<file path="src/common/irq_pkg.sv">
////////////////////////////////////////////////////////////
// Interrupt controller shared definitions
// Line counts, group geometry, standard ids and enable mask
// Arbiter state encodings, id type, interrupt word union
////////////////////////////////////////////////////////////

package irq_pkg;

  // Number of interrupt lines
  localparam int unsigned IRQ_NUM = 32;

  // Width of an interrupt id
  localparam int unsigned IRQ_ID_W = 5;

  // Lines handled by one group selector
  localparam int unsigned GROUP_SIZE = 8;
  localparam int unsigned GROUP_NUM = IRQ_NUM / GROUP_SIZE;

  // Group-local index width and group number width inside an id
  localparam int unsigned GROUP_IDX_W = $clog2(GROUP_SIZE);
  localparam int unsigned GROUP_NUM_W = IRQ_ID_W - GROUP_IDX_W;

  // Implemented mie bits are custom 31 to 16 plus 11, 7 and 3
  localparam logic [IRQ_NUM-1:0] MIE_MASK = 32'hFFFF_0888;

  // Interrupt id
  typedef logic [IRQ_ID_W-1:0] irq_id_t;

  // Standard machine interrupt ids
  localparam irq_id_t IRQ_MSI = 5'd3;
  localparam irq_id_t IRQ_MTI = 5'd7;
  localparam irq_id_t IRQ_MEI = 5'd11;

  // Arbiter handshake states
  localparam logic [1:0] ARB_IDLE = 2'd0;
  localparam logic [1:0] ARB_REQ  = 2'd1;
  localparam logic [1:0] ARB_WAIT = 2'd2;

  // One interrupt word, flat or split into the mip/mie fields
  typedef union packed {
    logic [IRQ_NUM-1:0] flat;
    struct packed {
      logic [15:0] custom;
      logic [3:0]  rsvd_15_12;
      logic        meie;
      logic [2:0]  rsvd_10_8;
      logic        mtie;
      logic [2:0]  rsvd_6_4;
      logic        msie;
      logic [2:0]  rsvd_2_0;
    } fields;
  } irq_word_u;

endpackage
</file>
<file path="src/design/irq_ctrl_top.sv">
////////////////////////////////////////////////////////////
// Machine-mode interrupt controller top level
// Sampler, group selector array and arbiter
////////////////////////////////////////////////////////////

module irq_ctrl_top (
  // Clock and reset
  input  logic                        clk_i,
  input  logic                        rst_n_i,

  // Interrupt lines and mie write port
  input  logic [irq_pkg::IRQ_NUM-1:0] irq_i,
  input  logic                        mie_we_i,
  input  logic [irq_pkg::IRQ_NUM-1:0] mie_wdata_i,

  // Global enable and core handshake
  input  logic                        irq_glb_en_i,
  input  logic                        irq_ack_i,

  // Status and delivery
  output logic [irq_pkg::IRQ_NUM-1:0] mip_o,
  output logic [irq_pkg::IRQ_NUM-1:0] mie_o,
  output logic                        irq_wu_o,
  output logic                        irq_req_o,
  output irq_pkg::irq_id_t            irq_id_o
);

  irq_pkg::irq_word_u                                 pend_en;
  logic [irq_pkg::GROUP_NUM-1:0]                      grp_valid;
  logic [irq_pkg::GROUP_NUM*irq_pkg::GROUP_IDX_W-1:0] grp_idx;

  irq_sampler sampler_i (
    .clk_i          ( clk_i        ),
    .rst_n_i        ( rst_n_i      ),
    .irq_i          ( irq_i        ),
    .mie_we_i       ( mie_we_i     ),
    .mie_wdata_i    ( mie_wdata_i  ),
    .mip_o          ( mip_o        ),
    .mie_o          ( mie_o        ),
    .irq_pend_en_o  ( pend_en      ),
    .irq_wu_o       ( irq_wu_o     )
  );

  // One selector per slice of eight lines
  for (genvar g = 0; g < irq_pkg::GROUP_NUM; g++) begin : gen_group
    irq_group_sel group_sel_i (
      .pend_i       ( pend_en.flat[g*irq_pkg::GROUP_SIZE +: irq_pkg::GROUP_SIZE]   ),
      .grp_valid_o  ( grp_valid[g]                                                 ),
      .grp_idx_o    ( grp_idx[g*irq_pkg::GROUP_IDX_W +: irq_pkg::GROUP_IDX_W]      )
    );
  end

  irq_arbiter arbiter_i (
    .clk_i          ( clk_i        ),
    .rst_n_i        ( rst_n_i      ),
    .irq_pend_en_i  ( pend_en      ),
    .grp_valid_i    ( grp_valid    ),
    .grp_idx_i      ( grp_idx      ),
    .irq_glb_en_i   ( irq_glb_en_i ),
    .irq_ack_i      ( irq_ack_i    ),
    .irq_req_o      ( irq_req_o    ),
    .irq_id_o       ( irq_id_o     )
  );

endmodule

</file>
<file path="src/irq_ctrl/irq_arbiter.sv">
////////////////////////////////////////////////////////////
// Fixed-priority interrupt choice across standard bits and groups
// Four-phase req/ack FSM with latched id
////////////////////////////////////////////////////////////

module irq_arbiter (
  // Clock and reset
  input  logic                                            clk_i,
  input  logic                                            rst_n_i,

  // Enabled pending word, field view used here
  input  irq_pkg::irq_word_u                              irq_pend_en_i,

  // Group selector results
  input  logic [irq_pkg::GROUP_NUM-1:0]                   grp_valid_i,
  input  logic [irq_pkg::GROUP_NUM*irq_pkg::GROUP_IDX_W-1:0] grp_idx_i,

  // mstatus.MIE
  input  logic                                            irq_glb_en_i,

  // Handshake with the core
  input  logic                                            irq_ack_i,
  output logic                                            irq_req_o,
  output irq_pkg::irq_id_t                                irq_id_o
);

  logic [1:0]       state_q;
  logic [1:0]       state_d;
  irq_pkg::irq_id_t id_q;
  irq_pkg::irq_id_t sel_id;
  logic             sel_valid;
  logic             launch;

  ////////////////////////////////////////////////////////////
  // Priority choice
  ////////////////////////////////////////////////////////////

  // External, then software, then timer, then top valid group
  always_comb begin
    sel_id    = '0;
    sel_valid = 1'b1;
    if (irq_pend_en_i.fields.meie) begin
      sel_id = irq_pkg::IRQ_MEI;
    end else if (irq_pend_en_i.fields.msie) begin
      sel_id = irq_pkg::IRQ_MSI;
    end else if (irq_pend_en_i.fields.mtie) begin
      sel_id = irq_pkg::IRQ_MTI;
    end else begin
      sel_valid = 1'b0;
      // Higher group number overrides lower
      for (int g = 0; g < irq_pkg::GROUP_NUM; g++) begin
        if (grp_valid_i[g]) begin
          sel_valid = 1'b1;
          sel_id    = {g[irq_pkg::GROUP_NUM_W-1:0],
                       grp_idx_i[g*irq_pkg::GROUP_IDX_W +: irq_pkg::GROUP_IDX_W]};
        end
      end
    end
  end

  ////////////////////////////////////////////////////////////
  // Handshake FSM
  ////////////////////////////////////////////////////////////

  // New request only from idle, with ack low and interrupts on
  assign launch = (state_q == irq_pkg::ARB_IDLE) && irq_glb_en_i && !irq_ack_i && sel_valid;

  always_comb begin
    state_d = state_q;
    case (state_q)
      irq_pkg::ARB_IDLE: begin
        if (launch) begin
          state_d = irq_pkg::ARB_REQ;
        end
      end
      // Hold until the core acknowledges
      irq_pkg::ARB_REQ: begin
        if (irq_ack_i) begin
          state_d = irq_pkg::ARB_WAIT;
        end
      end
      // Ack must drop before the next request
      irq_pkg::ARB_WAIT: begin
        if (!irq_ack_i) begin
          state_d = irq_pkg::ARB_IDLE;
        end
      end
      default: begin
        state_d = irq_pkg::ARB_IDLE;
      end
    endcase
  end

  // Id captured on the request rise only
  always_ff @(posedge clk_i) begin
    if (!rst_n_i) begin
      state_q <= irq_pkg::ARB_IDLE;
      id_q    <= '0;
    end else begin
      state_q <= state_d;
      if (launch) begin
        id_q <= sel_id;
      end
    end
  end

  assign irq_req_o = (state_q == irq_pkg::ARB_REQ);
  assign irq_id_o  = id_q;

  // Id frozen through request and ack-low wait
  a_id_stable: assert property (@(posedge clk_i) disable iff (!rst_n_i)
    (state_q != irq_pkg::ARB_IDLE) |=> $stable(irq_id_o));

  // Request only drops after an ack
  a_req_fall: assert property (@(posedge clk_i) disable iff (!rst_n_i)
    $fell(irq_req_o) |-> $past(irq_ack_i));

  // No request rise while ack is still high
  a_req_rise: assert property (@(posedge clk_i) disable iff (!rst_n_i)
    $rose(irq_req_o) |-> !$past(irq_ack_i));

endmodule

</file>
<file path="src/irq_ctrl/irq_group_sel.sv">
////////////////////////////////////////////////////////////
// Group selector over one slice of enabled pending lines
// Highest-numbered set line wins
////////////////////////////////////////////////////////////

module irq_group_sel (
  // Enabled pending lines of this group
  input  logic [irq_pkg::GROUP_SIZE-1:0]  pend_i,

  // Any line set in the group
  output logic                            grp_valid_o,

  // Group-local index of the winner
  output logic [irq_pkg::GROUP_IDX_W-1:0] grp_idx_o
);

  ////////////////////////////////////////////////////////////
  // Priority encoder
  ////////////////////////////////////////////////////////////

  // Later iterations overwrite, so the top set bit remains
  always_comb begin
    grp_idx_o = '0;
    for (int i = 0; i < irq_pkg::GROUP_SIZE; i++) begin
      if (pend_i[i]) begin
        grp_idx_o = i[irq_pkg::GROUP_IDX_W-1:0];
      end
    end
  end

  // Index is only meaningful with valid
  assign grp_valid_o = |pend_i;

endmodule

</file>
<file path="src/irq_ctrl/irq_sampler.sv">
////////////////////////////////////////////////////////////
// Interrupt line sampling into mip
// mie register with implemented-bit mask
// Enabled pending word and wake-up flag
////////////////////////////////////////////////////////////

module irq_sampler (
  // Clock and reset
  input  logic                        clk_i,
  input  logic                        rst_n_i,

  // Level-sensitive interrupt lines
  input  logic [irq_pkg::IRQ_NUM-1:0] irq_i,

  // mie write port from the CSR side
  input  logic                        mie_we_i,
  input  logic [irq_pkg::IRQ_NUM-1:0] mie_wdata_i,

  // Register views
  output logic [irq_pkg::IRQ_NUM-1:0] mip_o,
  output logic [irq_pkg::IRQ_NUM-1:0] mie_o,

  // Enabled pending lines, towards selectors and arbiter
  output irq_pkg::irq_word_u          irq_pend_en_o,

  // Wake-up for the sleep logic
  output logic                        irq_wu_o
);

  logic [irq_pkg::IRQ_NUM-1:0] mip_q;
  logic [irq_pkg::IRQ_NUM-1:0] mie_q;

  // Sample the lines every cycle
  always_ff @(posedge clk_i) begin
    if (!rst_n_i) begin
      mip_q <= '0;
    end else begin
      mip_q <= irq_i;
    end
  end

  // Unimplemented enable bits stay zero
  always_ff @(posedge clk_i) begin
    if (!rst_n_i) begin
      mie_q <= '0;
    end else if (mie_we_i) begin
      mie_q <= mie_wdata_i & irq_pkg::MIE_MASK;
    end
  end

  assign mip_o = mip_q;
  assign mie_o = mie_q;

  // Pending and enabled
  assign irq_pend_en_o.flat = mip_q & mie_q;

  // Wake up on any enabled pending line, global enable ignored
  assign irq_wu_o = |irq_pend_en_o.flat;

  // mie never reaches beyond the implemented bits
  a_mie_masked: assert property (@(posedge clk_i) disable iff (!rst_n_i)
    (mie_o & ~irq_pkg::MIE_MASK) == '0);

endmodule

</file>
<file path="config.mk">
export PLATFORM = sky130hd
export DESIGN_NAME = irq_ctrl_top
export DESIGN_NICKNAME = d
export VERILOG_FILES = /design/src/common/irq_pkg.sv /design/src/design/irq_ctrl_top.sv /design/src/irq_ctrl/irq_arbiter.sv /design/src/irq_ctrl/irq_group_sel.sv /design/src/irq_ctrl/irq_sampler.sv
export SDC_FILE = /design/constraint.sdc
export NUM_CORES = 1
export LEC_CHECK = 0
export BUFFER_PORTS_ARGS = -buffer_cell sky130_fd_sc_hd__buf_2
export CORE_AREA = 2 2 90 92
export CTS_CLUSTER_DIAMETER = 30
export DETAILED_ROUTE_END_ITERATION = 6
export DIE_AREA = 0 0 92 94
export PLACE_DENSITY_LB_ADDON = 0.12
export SLEW_MARGIN = 40
export SYNTH_ARGS = -nofsm -noshare
export SYNTH_HDL_FRONTEND = slang
export SYNTH_HIERARCHICAL = 1
export SYNTH_SLANG_ARGS = --single-unit
</file>
<file path="constraint.sdc">
create_clock -name clk_i -period 2.25 [get_ports clk_i]
set_input_delay 0.1125 -clock clk_i [delete_from_list [all_inputs] [get_ports clk_i]]
set_output_delay 0.1125 -clock clk_i [all_outputs]
set_load 0.005 [all_outputs]
</file>
==> out/qor.yml, run 1 <==
status: "complete, but fails checks"
violations: "negative setup slack"
synth.distinct_cells: 37
io_pins: 140
syn_to_final_growth_pct: 46.8
clk_latency_ns: 0.33
cp-start-kind: "flop"
max_freq_mhz: 393
track_usage_pct: 14.6
worst_slack_ns: -0.293
drt_pass1_iterations: 4
finalClockSkew_ns: 0.0101
grt_pass1_vias: 2167
antenna_found_initial: 0
async_flop_share_pct: 0
cp_num_cells: 5
cts_tree: "done"
grt_max_degree: 35
synth_flop_cell: "dfxtp_1"
grt_overflow: 0
crit_family: "simple AND/OR/NAND/NOR gates"
synth_edf_count: 0
row_count: 32
synth_seq_cells: 58
hold_viol: 0
ff2ff_path_depth: 8
slowest_stage: "or4_1"
dp_hpwl_um: 4690
hp-class: "in2reg"
finalCritPeriodShare_pct: 113
worst_pin_slew_ns: 0.624
power_density_mw_per_mm2: 681
coreArea_mm2: 0.00761
cts_buffers: 9
irDropWorstVdd_uv: 419
syn_area_mm2: 0.00259
crit_path_end: "irq_wu_o"
root_buffer: "clkbuf_8"
r2r-start: "sampler_i/mip_o[22]$_SDFF_PN0_"
seqPwrFrac_pct: 43.0
fin_nets: 501
drc: 0
start_util_pct: 34.1
cp_slowest_stage_delay_ns: 0.53
drive_above_1_share_pct: 37.8
n_antenna_cell: 0
drt-wirelength-per-cell_um: 12.0
via_count: 2325
clock_sinks: 58
slew_violations: 0
cp_common_cell: "or4_1"
path_clk_slew_ns: 0.07
portBuffers: 113
timing.slew.headroom_pct: 58.4
die_x_um: 92
vias_per_cell: 4.31
setup_viol: 1
required_ns: 2.14
r2r_end: "arbiter_i/irq_id_o[2]$_SDFFE_PN0P_"
crit_type: "reg2out"
die_h_um: 94
pwr-share-clk_pct: 42.0
switchingPower_uw: 634
cp_cell_sequence: "and2_4 > or4_1 > or4_1 > or4_4 > buf_6"
drtIter0Drc: 52
avgSynthCellArea_um2: 9.44
p_comb_share_pct: 14.9
routabilityCongestion: 0.822
critical_path.max_fanout: 3
max_cap_violations: 0
htreeDepth: 3
design.die.area_mm2: 0.00865
grt_pass1_wl_um: 9840
nFillCells: 738
clock_path_buffers: 2
cts_setup_buffers: 0
drt_wl_total_um: 6490
rsz0062_at_grt: "yes"
fin_util_pct: 50.1
syn_inst: 275
crit_path_end_kind: "primary output"
ys_warn_count: 6
seq_area_frac_synth_pct: 44.7
critical_path_buf_inv_count: 1
critPathArrivalTime_ns: 2.43
period_needed_ns: 2.54
hp-start: "mie_wdata_i[20]"
swShare_pct: 24.5
intPower_mw: 1.96
r2r_setup_slack_ns: 0.29
leakagePower_nw: 1.90
drtAntennaViolNets: 0
tns_ns: -0.293
crit_path_start: "sampler_i/mie_o[11]$_SDFFE_PN0P_"
[how the worst min path moves through the flow]
stage               slack [ns]                                 end  cells past startpoint
floorplan                 0.23  arbiter_i/irq_id_o[4]$_SDFFE_PN0P_                      1
finish                    0.04    sampler_i/mie_o[20]$_SDFFE_PN0P_                      3
CTS                       0.02    sampler_i/mie_o[11]$_SDFFE_PN0P_                      3
global route              0.03    sampler_i/mie_o[19]$_SDFFE_PN0P_                      3
detailed placement        0.32      sampler_i/mip_o[10]$_SDFF_PN0_                      2
global placement          0.31      sampler_i/mip_o[10]$_SDFF_PN0_                      2
[cells by family after synthesis]
kind of cell              after synthesis  share of synthesized area [%]
DFF                                    58                           44.7
and+or+nand+nor                       118                           26.6
AOI/OAI and AO/OA                      34                           10.7
other                                   1                          0.145
xor gates and xnor gates                1                          0.338
buffers and inverters                  44                           10.2
muxes                                  19                           7.33
[worst reg2reg max path: cells and delay by family (launching register included)]
family	cells	cell delay [ns]
flops	1	0.31
compound gates	2	0.48
simple gates	4	0.74
buf+inv	2	0.33
[synth_stat cells, types with 2 or more instances]
| library cell | instances | area, µm² |
|---|---|---|
| and2_1 | 50 | 313 |
| or4_1 | 6 | 45.0 |
| buf_4 | 26 | 195 |
| o21ai_0 | 3 | 15.0 |
| clkbuf_1 | 7 | 26.3 |
| o31ai_1 | 4 | 30.0 |
| dfxtp_1 | 58 | 1160 |
| nand2_1 | 6 | 22.5 |
| nand4_1 | 4 | 25.0 |
| nor3_1 | 2 | 10.0 |
| inv_2 | 4 | 15.0 |
| a22oi_1 | 2 | 15.0 |
| inv_1 | 6 | 22.5 |
| a21oi_1 | 7 | 35.0 |
| nor2b_1 | 23 | 144 |
| a21oi_2 | 4 | 35.0 |
| mux2i_1 | 19 | 190 |
| nor2_1 | 21 | 78.8 |
| o31ai_2 | 4 | 50.1 |
| o211a_1 | 2 | 20.0 |
[cell usage in the layout (no fill, tap or decap), drive strengths merged, types with 4 or more instances in the layout]
master / n
clkbuf: 10
buf: 123
inv: 11
o21ai: 4
nand4: 4
a21oi: 11
dlygate4sd3: 32
o31ai: 8
dfxtp: 58
nor2: 21
or4: 6
conb: 26
nand2: 6
mux2i: 19
and2: 51
nor2b: 23
[timing repair]
| action | 4_1_cts | 5_1_grt |
|---|---|---|
| pin swaps | 0 | 3 |
| endpoints found under the setup margin | 1 | 1 |
| gates resized for setup | 6 | 6 |
| hold buffers | 32 | 0 |
| hold endpoints to repair | 32 | 0 |
[flip-flops by register name (all words and copies together), names as in the netlist]
register / flops
sampler_i/mip_o: 32
arbiter_i/irq_id_o: 5
sampler_i/mie_o: 19
arbiter_i/state_q: 2
[stage by stage]
stage,hold slack (ns),std cells,worst slack (ns),power [mW],cell area (µm²)
after floorplan,0.230,300,0.254,1.35,2690
after global placement,0.313,491,0.0531,1.47,3230
after detailed placement,0.320,491,0.0642,1.47,3230
after CTS,0.0244,539,-0.298,2.62,3790
after global routing,0.0323,539,-0.342,2.71,3810
final,0.0373,539,-0.293,2.59,3810
[area by class of cell]
| type | count | area, µm² | area share (%) |
|---|---|---|---|
| Multi-Input combinational cell | 198 | 1280 | 33.7 |
| Clock buffer | 10 | 138 | 3.61 |
| Tap cell | 102 | 128 | 3.35 |
| Inverter | 10 | 37.5 | 0.986 |
| Clock inverter | 6 | 88.8 | 2.33 |
| Timing Repair Buffer | 155 | 967 | 25.4 |
| Sequential cell | 58 | 1170 | 30.6 |
[power by group through the flow]
| stage | clock [mW] | combinational (mW) | sequential, mW |
|---|---|---|---|
| after floorplan | 0 | 0.207 | 1.14 |
| after global placement | 0 | 0.332 | 1.14 |
| after detailed placement | 0 | 0.333 | 1.14 |
| after CTS | 1.12 | 0.385 | 1.12 |
| after global routing | 1.17 | 0.426 | 1.12 |
| final | 1.09 | 0.387 | 1.12 |
[per-layer routing]
metal | track usage (%) | up-vias | wire, µm
met5 | 0 | - | 0
met4 | 5.22 | 0 | 78
met3 | 5.94 | 7 | 443
met2 | 23.9 | 76 | 3120
met1 | 17.4 | 1054 | 2850
li1 | - | 1188 | -
Note: power is estimated with default switching activity, not from simulation.
==> run 2: changes to the inputs <==
--- a/config.mk
+++ b/config.mk
@@ -6,11 +6,12 @@
 export NUM_CORES = 1
 export LEC_CHECK = 0
 export BUFFER_PORTS_ARGS = -buffer_cell sky130_fd_sc_hd__buf_2
-export CORE_AREA = 2 2 90 92
+export CORE_AREA = 5 5 93 95
 export CTS_CLUSTER_DIAMETER = 30
 export DETAILED_ROUTE_END_ITERATION = 6
-export DIE_AREA = 0 0 92 94
+export DIE_AREA = 0 0 98 100
 export PLACE_DENSITY_LB_ADDON = 0.12
+export SKIP_CTS_REPAIR_TIMING = 1
 export SLEW_MARGIN = 40
 export SYNTH_ARGS = -nofsm -noshare
 export SYNTH_HDL_FRONTEND = slang
==> run 2 against run 1 <==
Against the previous run: the flow still finishes with violations (negative setup slack); via count fell by 1.2%; clock-buffer cell count rose by 1; clock power fell by 13%; die area rose by 13%; sequential share of layout area rose by 0.31 points; largest cell class unchanged; final cell count fell by 0.56%; register-to-register slack got worse by 0.09 ns; critical path type unchanged; worst hold slack improved by 0.0029 ns; maximum frequency rose by 0.57%.
==> out/qor.yml, run 2 (synthesized netlist as in run 1, its figures left out) <==
status: "complete, but fails checks"
violations: "negative setup slack"
place_inst: 490
track_usage_pct: 13.5
row_count: 32
hp-start: "mie_wdata_i[27]"
grt_pass1_vias: 2195
max_cap_violations: 0
io_pins: 140
crit_path_end_kind: "primary output"
cts_buffers: 9
grt_max_degree: 42
crit_type: "reg2out"
fin_area_mm2: 0.00377
finalClockSkew_ns: 0.00971
design.die.area_mm2: 0.00980
drt-wirelength-per-cell_um: 13.1
clk_latency_ns: 0.33
die_h_um: 100
fin_nets: 500
fin_util_pct: 49.2
grt_pass1_wl_um: 10400
hold_viol: 0
fin_cells: 536
irDropWorstVdd_uv: 527
path_clk_slew_ns: 0.07
clock_path_buffers: 2
drt_pass1_iterations: 4
critPathArrivalTime_ns: 2.42
period_needed_ns: 2.53
htreeDepth: 3
drive_above_1_share_pct: 37.1
largest_register_ff_count: 32
start_util_pct: 33.9
drtAntennaViolNets: 0
n_antenna_cell: 0
die_x_um: 98
cp-start-kind: "flop"
required_ns: 2.14
critical_path.max_fanout: 2
timing.slew.headroom_pct: 57.9
finalCritPeriodShare_pct: 112
worst_pin_slew_ns: 0.631
drc: 0
crit_path_start: "sampler_i/mip_o[30]$_SDFF_PN0_"
syn_to_final_growth_pct: 45.1
slew_violations: 0
grt_overflow: 0
final_cell_mix: "buf_2 (112), dfxtp_1 (55), and2_1 (46), dlygate4sd3_1 (32), conb_1 (26)"
power_density_mw_per_mm2: 652
r2r-start: "sampler_i/mie_o[22]$_SDFFE_PN0P_"
via_count: 2297
root_buffer: "clkbuf_8"
dp_hpwl_um: 5070
clock_sinks: 58
tns_ns: -0.279
drt_wl_total_um: 7000
leakagePower_nw: 1.88
antenna_found_initial: 0
rsz0062_at_grt: "yes"
drtIter0Drc: 74
routabilityCongestion: 0.781
hp-class: "in2reg"
vias_per_cell: 4.29
cts_tree: "done"
worst_slack_ns: -0.279
coreArea_mm2: 0.00765
final_common_cell: "buf_2"
dpl-instance-area_mm2: 0.00322
portBuffers: 113
max_freq_mhz: 395
setup_viol: 1
-- run 2: critical path, stage by stage, from the launching register on --
cell	delay, ns
dfxtp_1	0.31
and2_4	0.16
or4_4	0.51
or4_4	0.53
or4_4	0.44
buf_6	0.13
-- run 2: path summary, 6_finish.rpt --
check / to / slack [ns] / cells after the start
setup / recovery: irq_wu_o / -0.28 / 5
hold / removal: sampler_i/mie_o[27]$_SDFFE_PN0P_ / 0.04 / 3
setup reg to reg: arbiter_i/irq_id_o[2]$_SDFFE_PN0P_ / 0.20 / 8
hold reg to reg: arbiter_i/irq_id_o[0]$_SDFFE_PN0P_ / 0.49 / 1
-- run 2: stage by stage --
stage,worst slack (ns),hold slack [ns],power [mW]
2_1_floorplan,0.254,0.230,1.35
3_3_place_gp,0.0592,0.313,1.47
3_5_place_dp,0.0612,0.317,1.47
4_1_cts,-0.318,-0.0423,2.44
5_1_grt,-0.352,0.0356,2.60
6_report,-0.279,0.0402,2.46
-- run 2: power breakdown --
part           total, mW  switching [mW]  internal, mW
sequential          1.12          0.0275          1.09
combinational      0.394           0.175         0.219
clock              0.947           0.392         0.555
-- run 2: area by class of cell --
type	count	area [µm²]
Clock buffer	11	151
Clock inverter	3	40.0
Fill cell	744	3880
Inverter	10	37.5
Multi-Input combinational cell	198	1280
Sequential cell	58	1160
Tap cell	102	128
Timing Repair Buffer	154	960
-- run 2: layer usage --
metal	GRT usage (%)	part of all wire, %	routed length [µm]	vias up
met4	4.90	0.87	61	0
met2	22.3	50	3520	71
li1	-	-	-	1181
met1	15.2	40	2810	1038
met5	0	0	0	-
met3	6.60	8.7	608	7
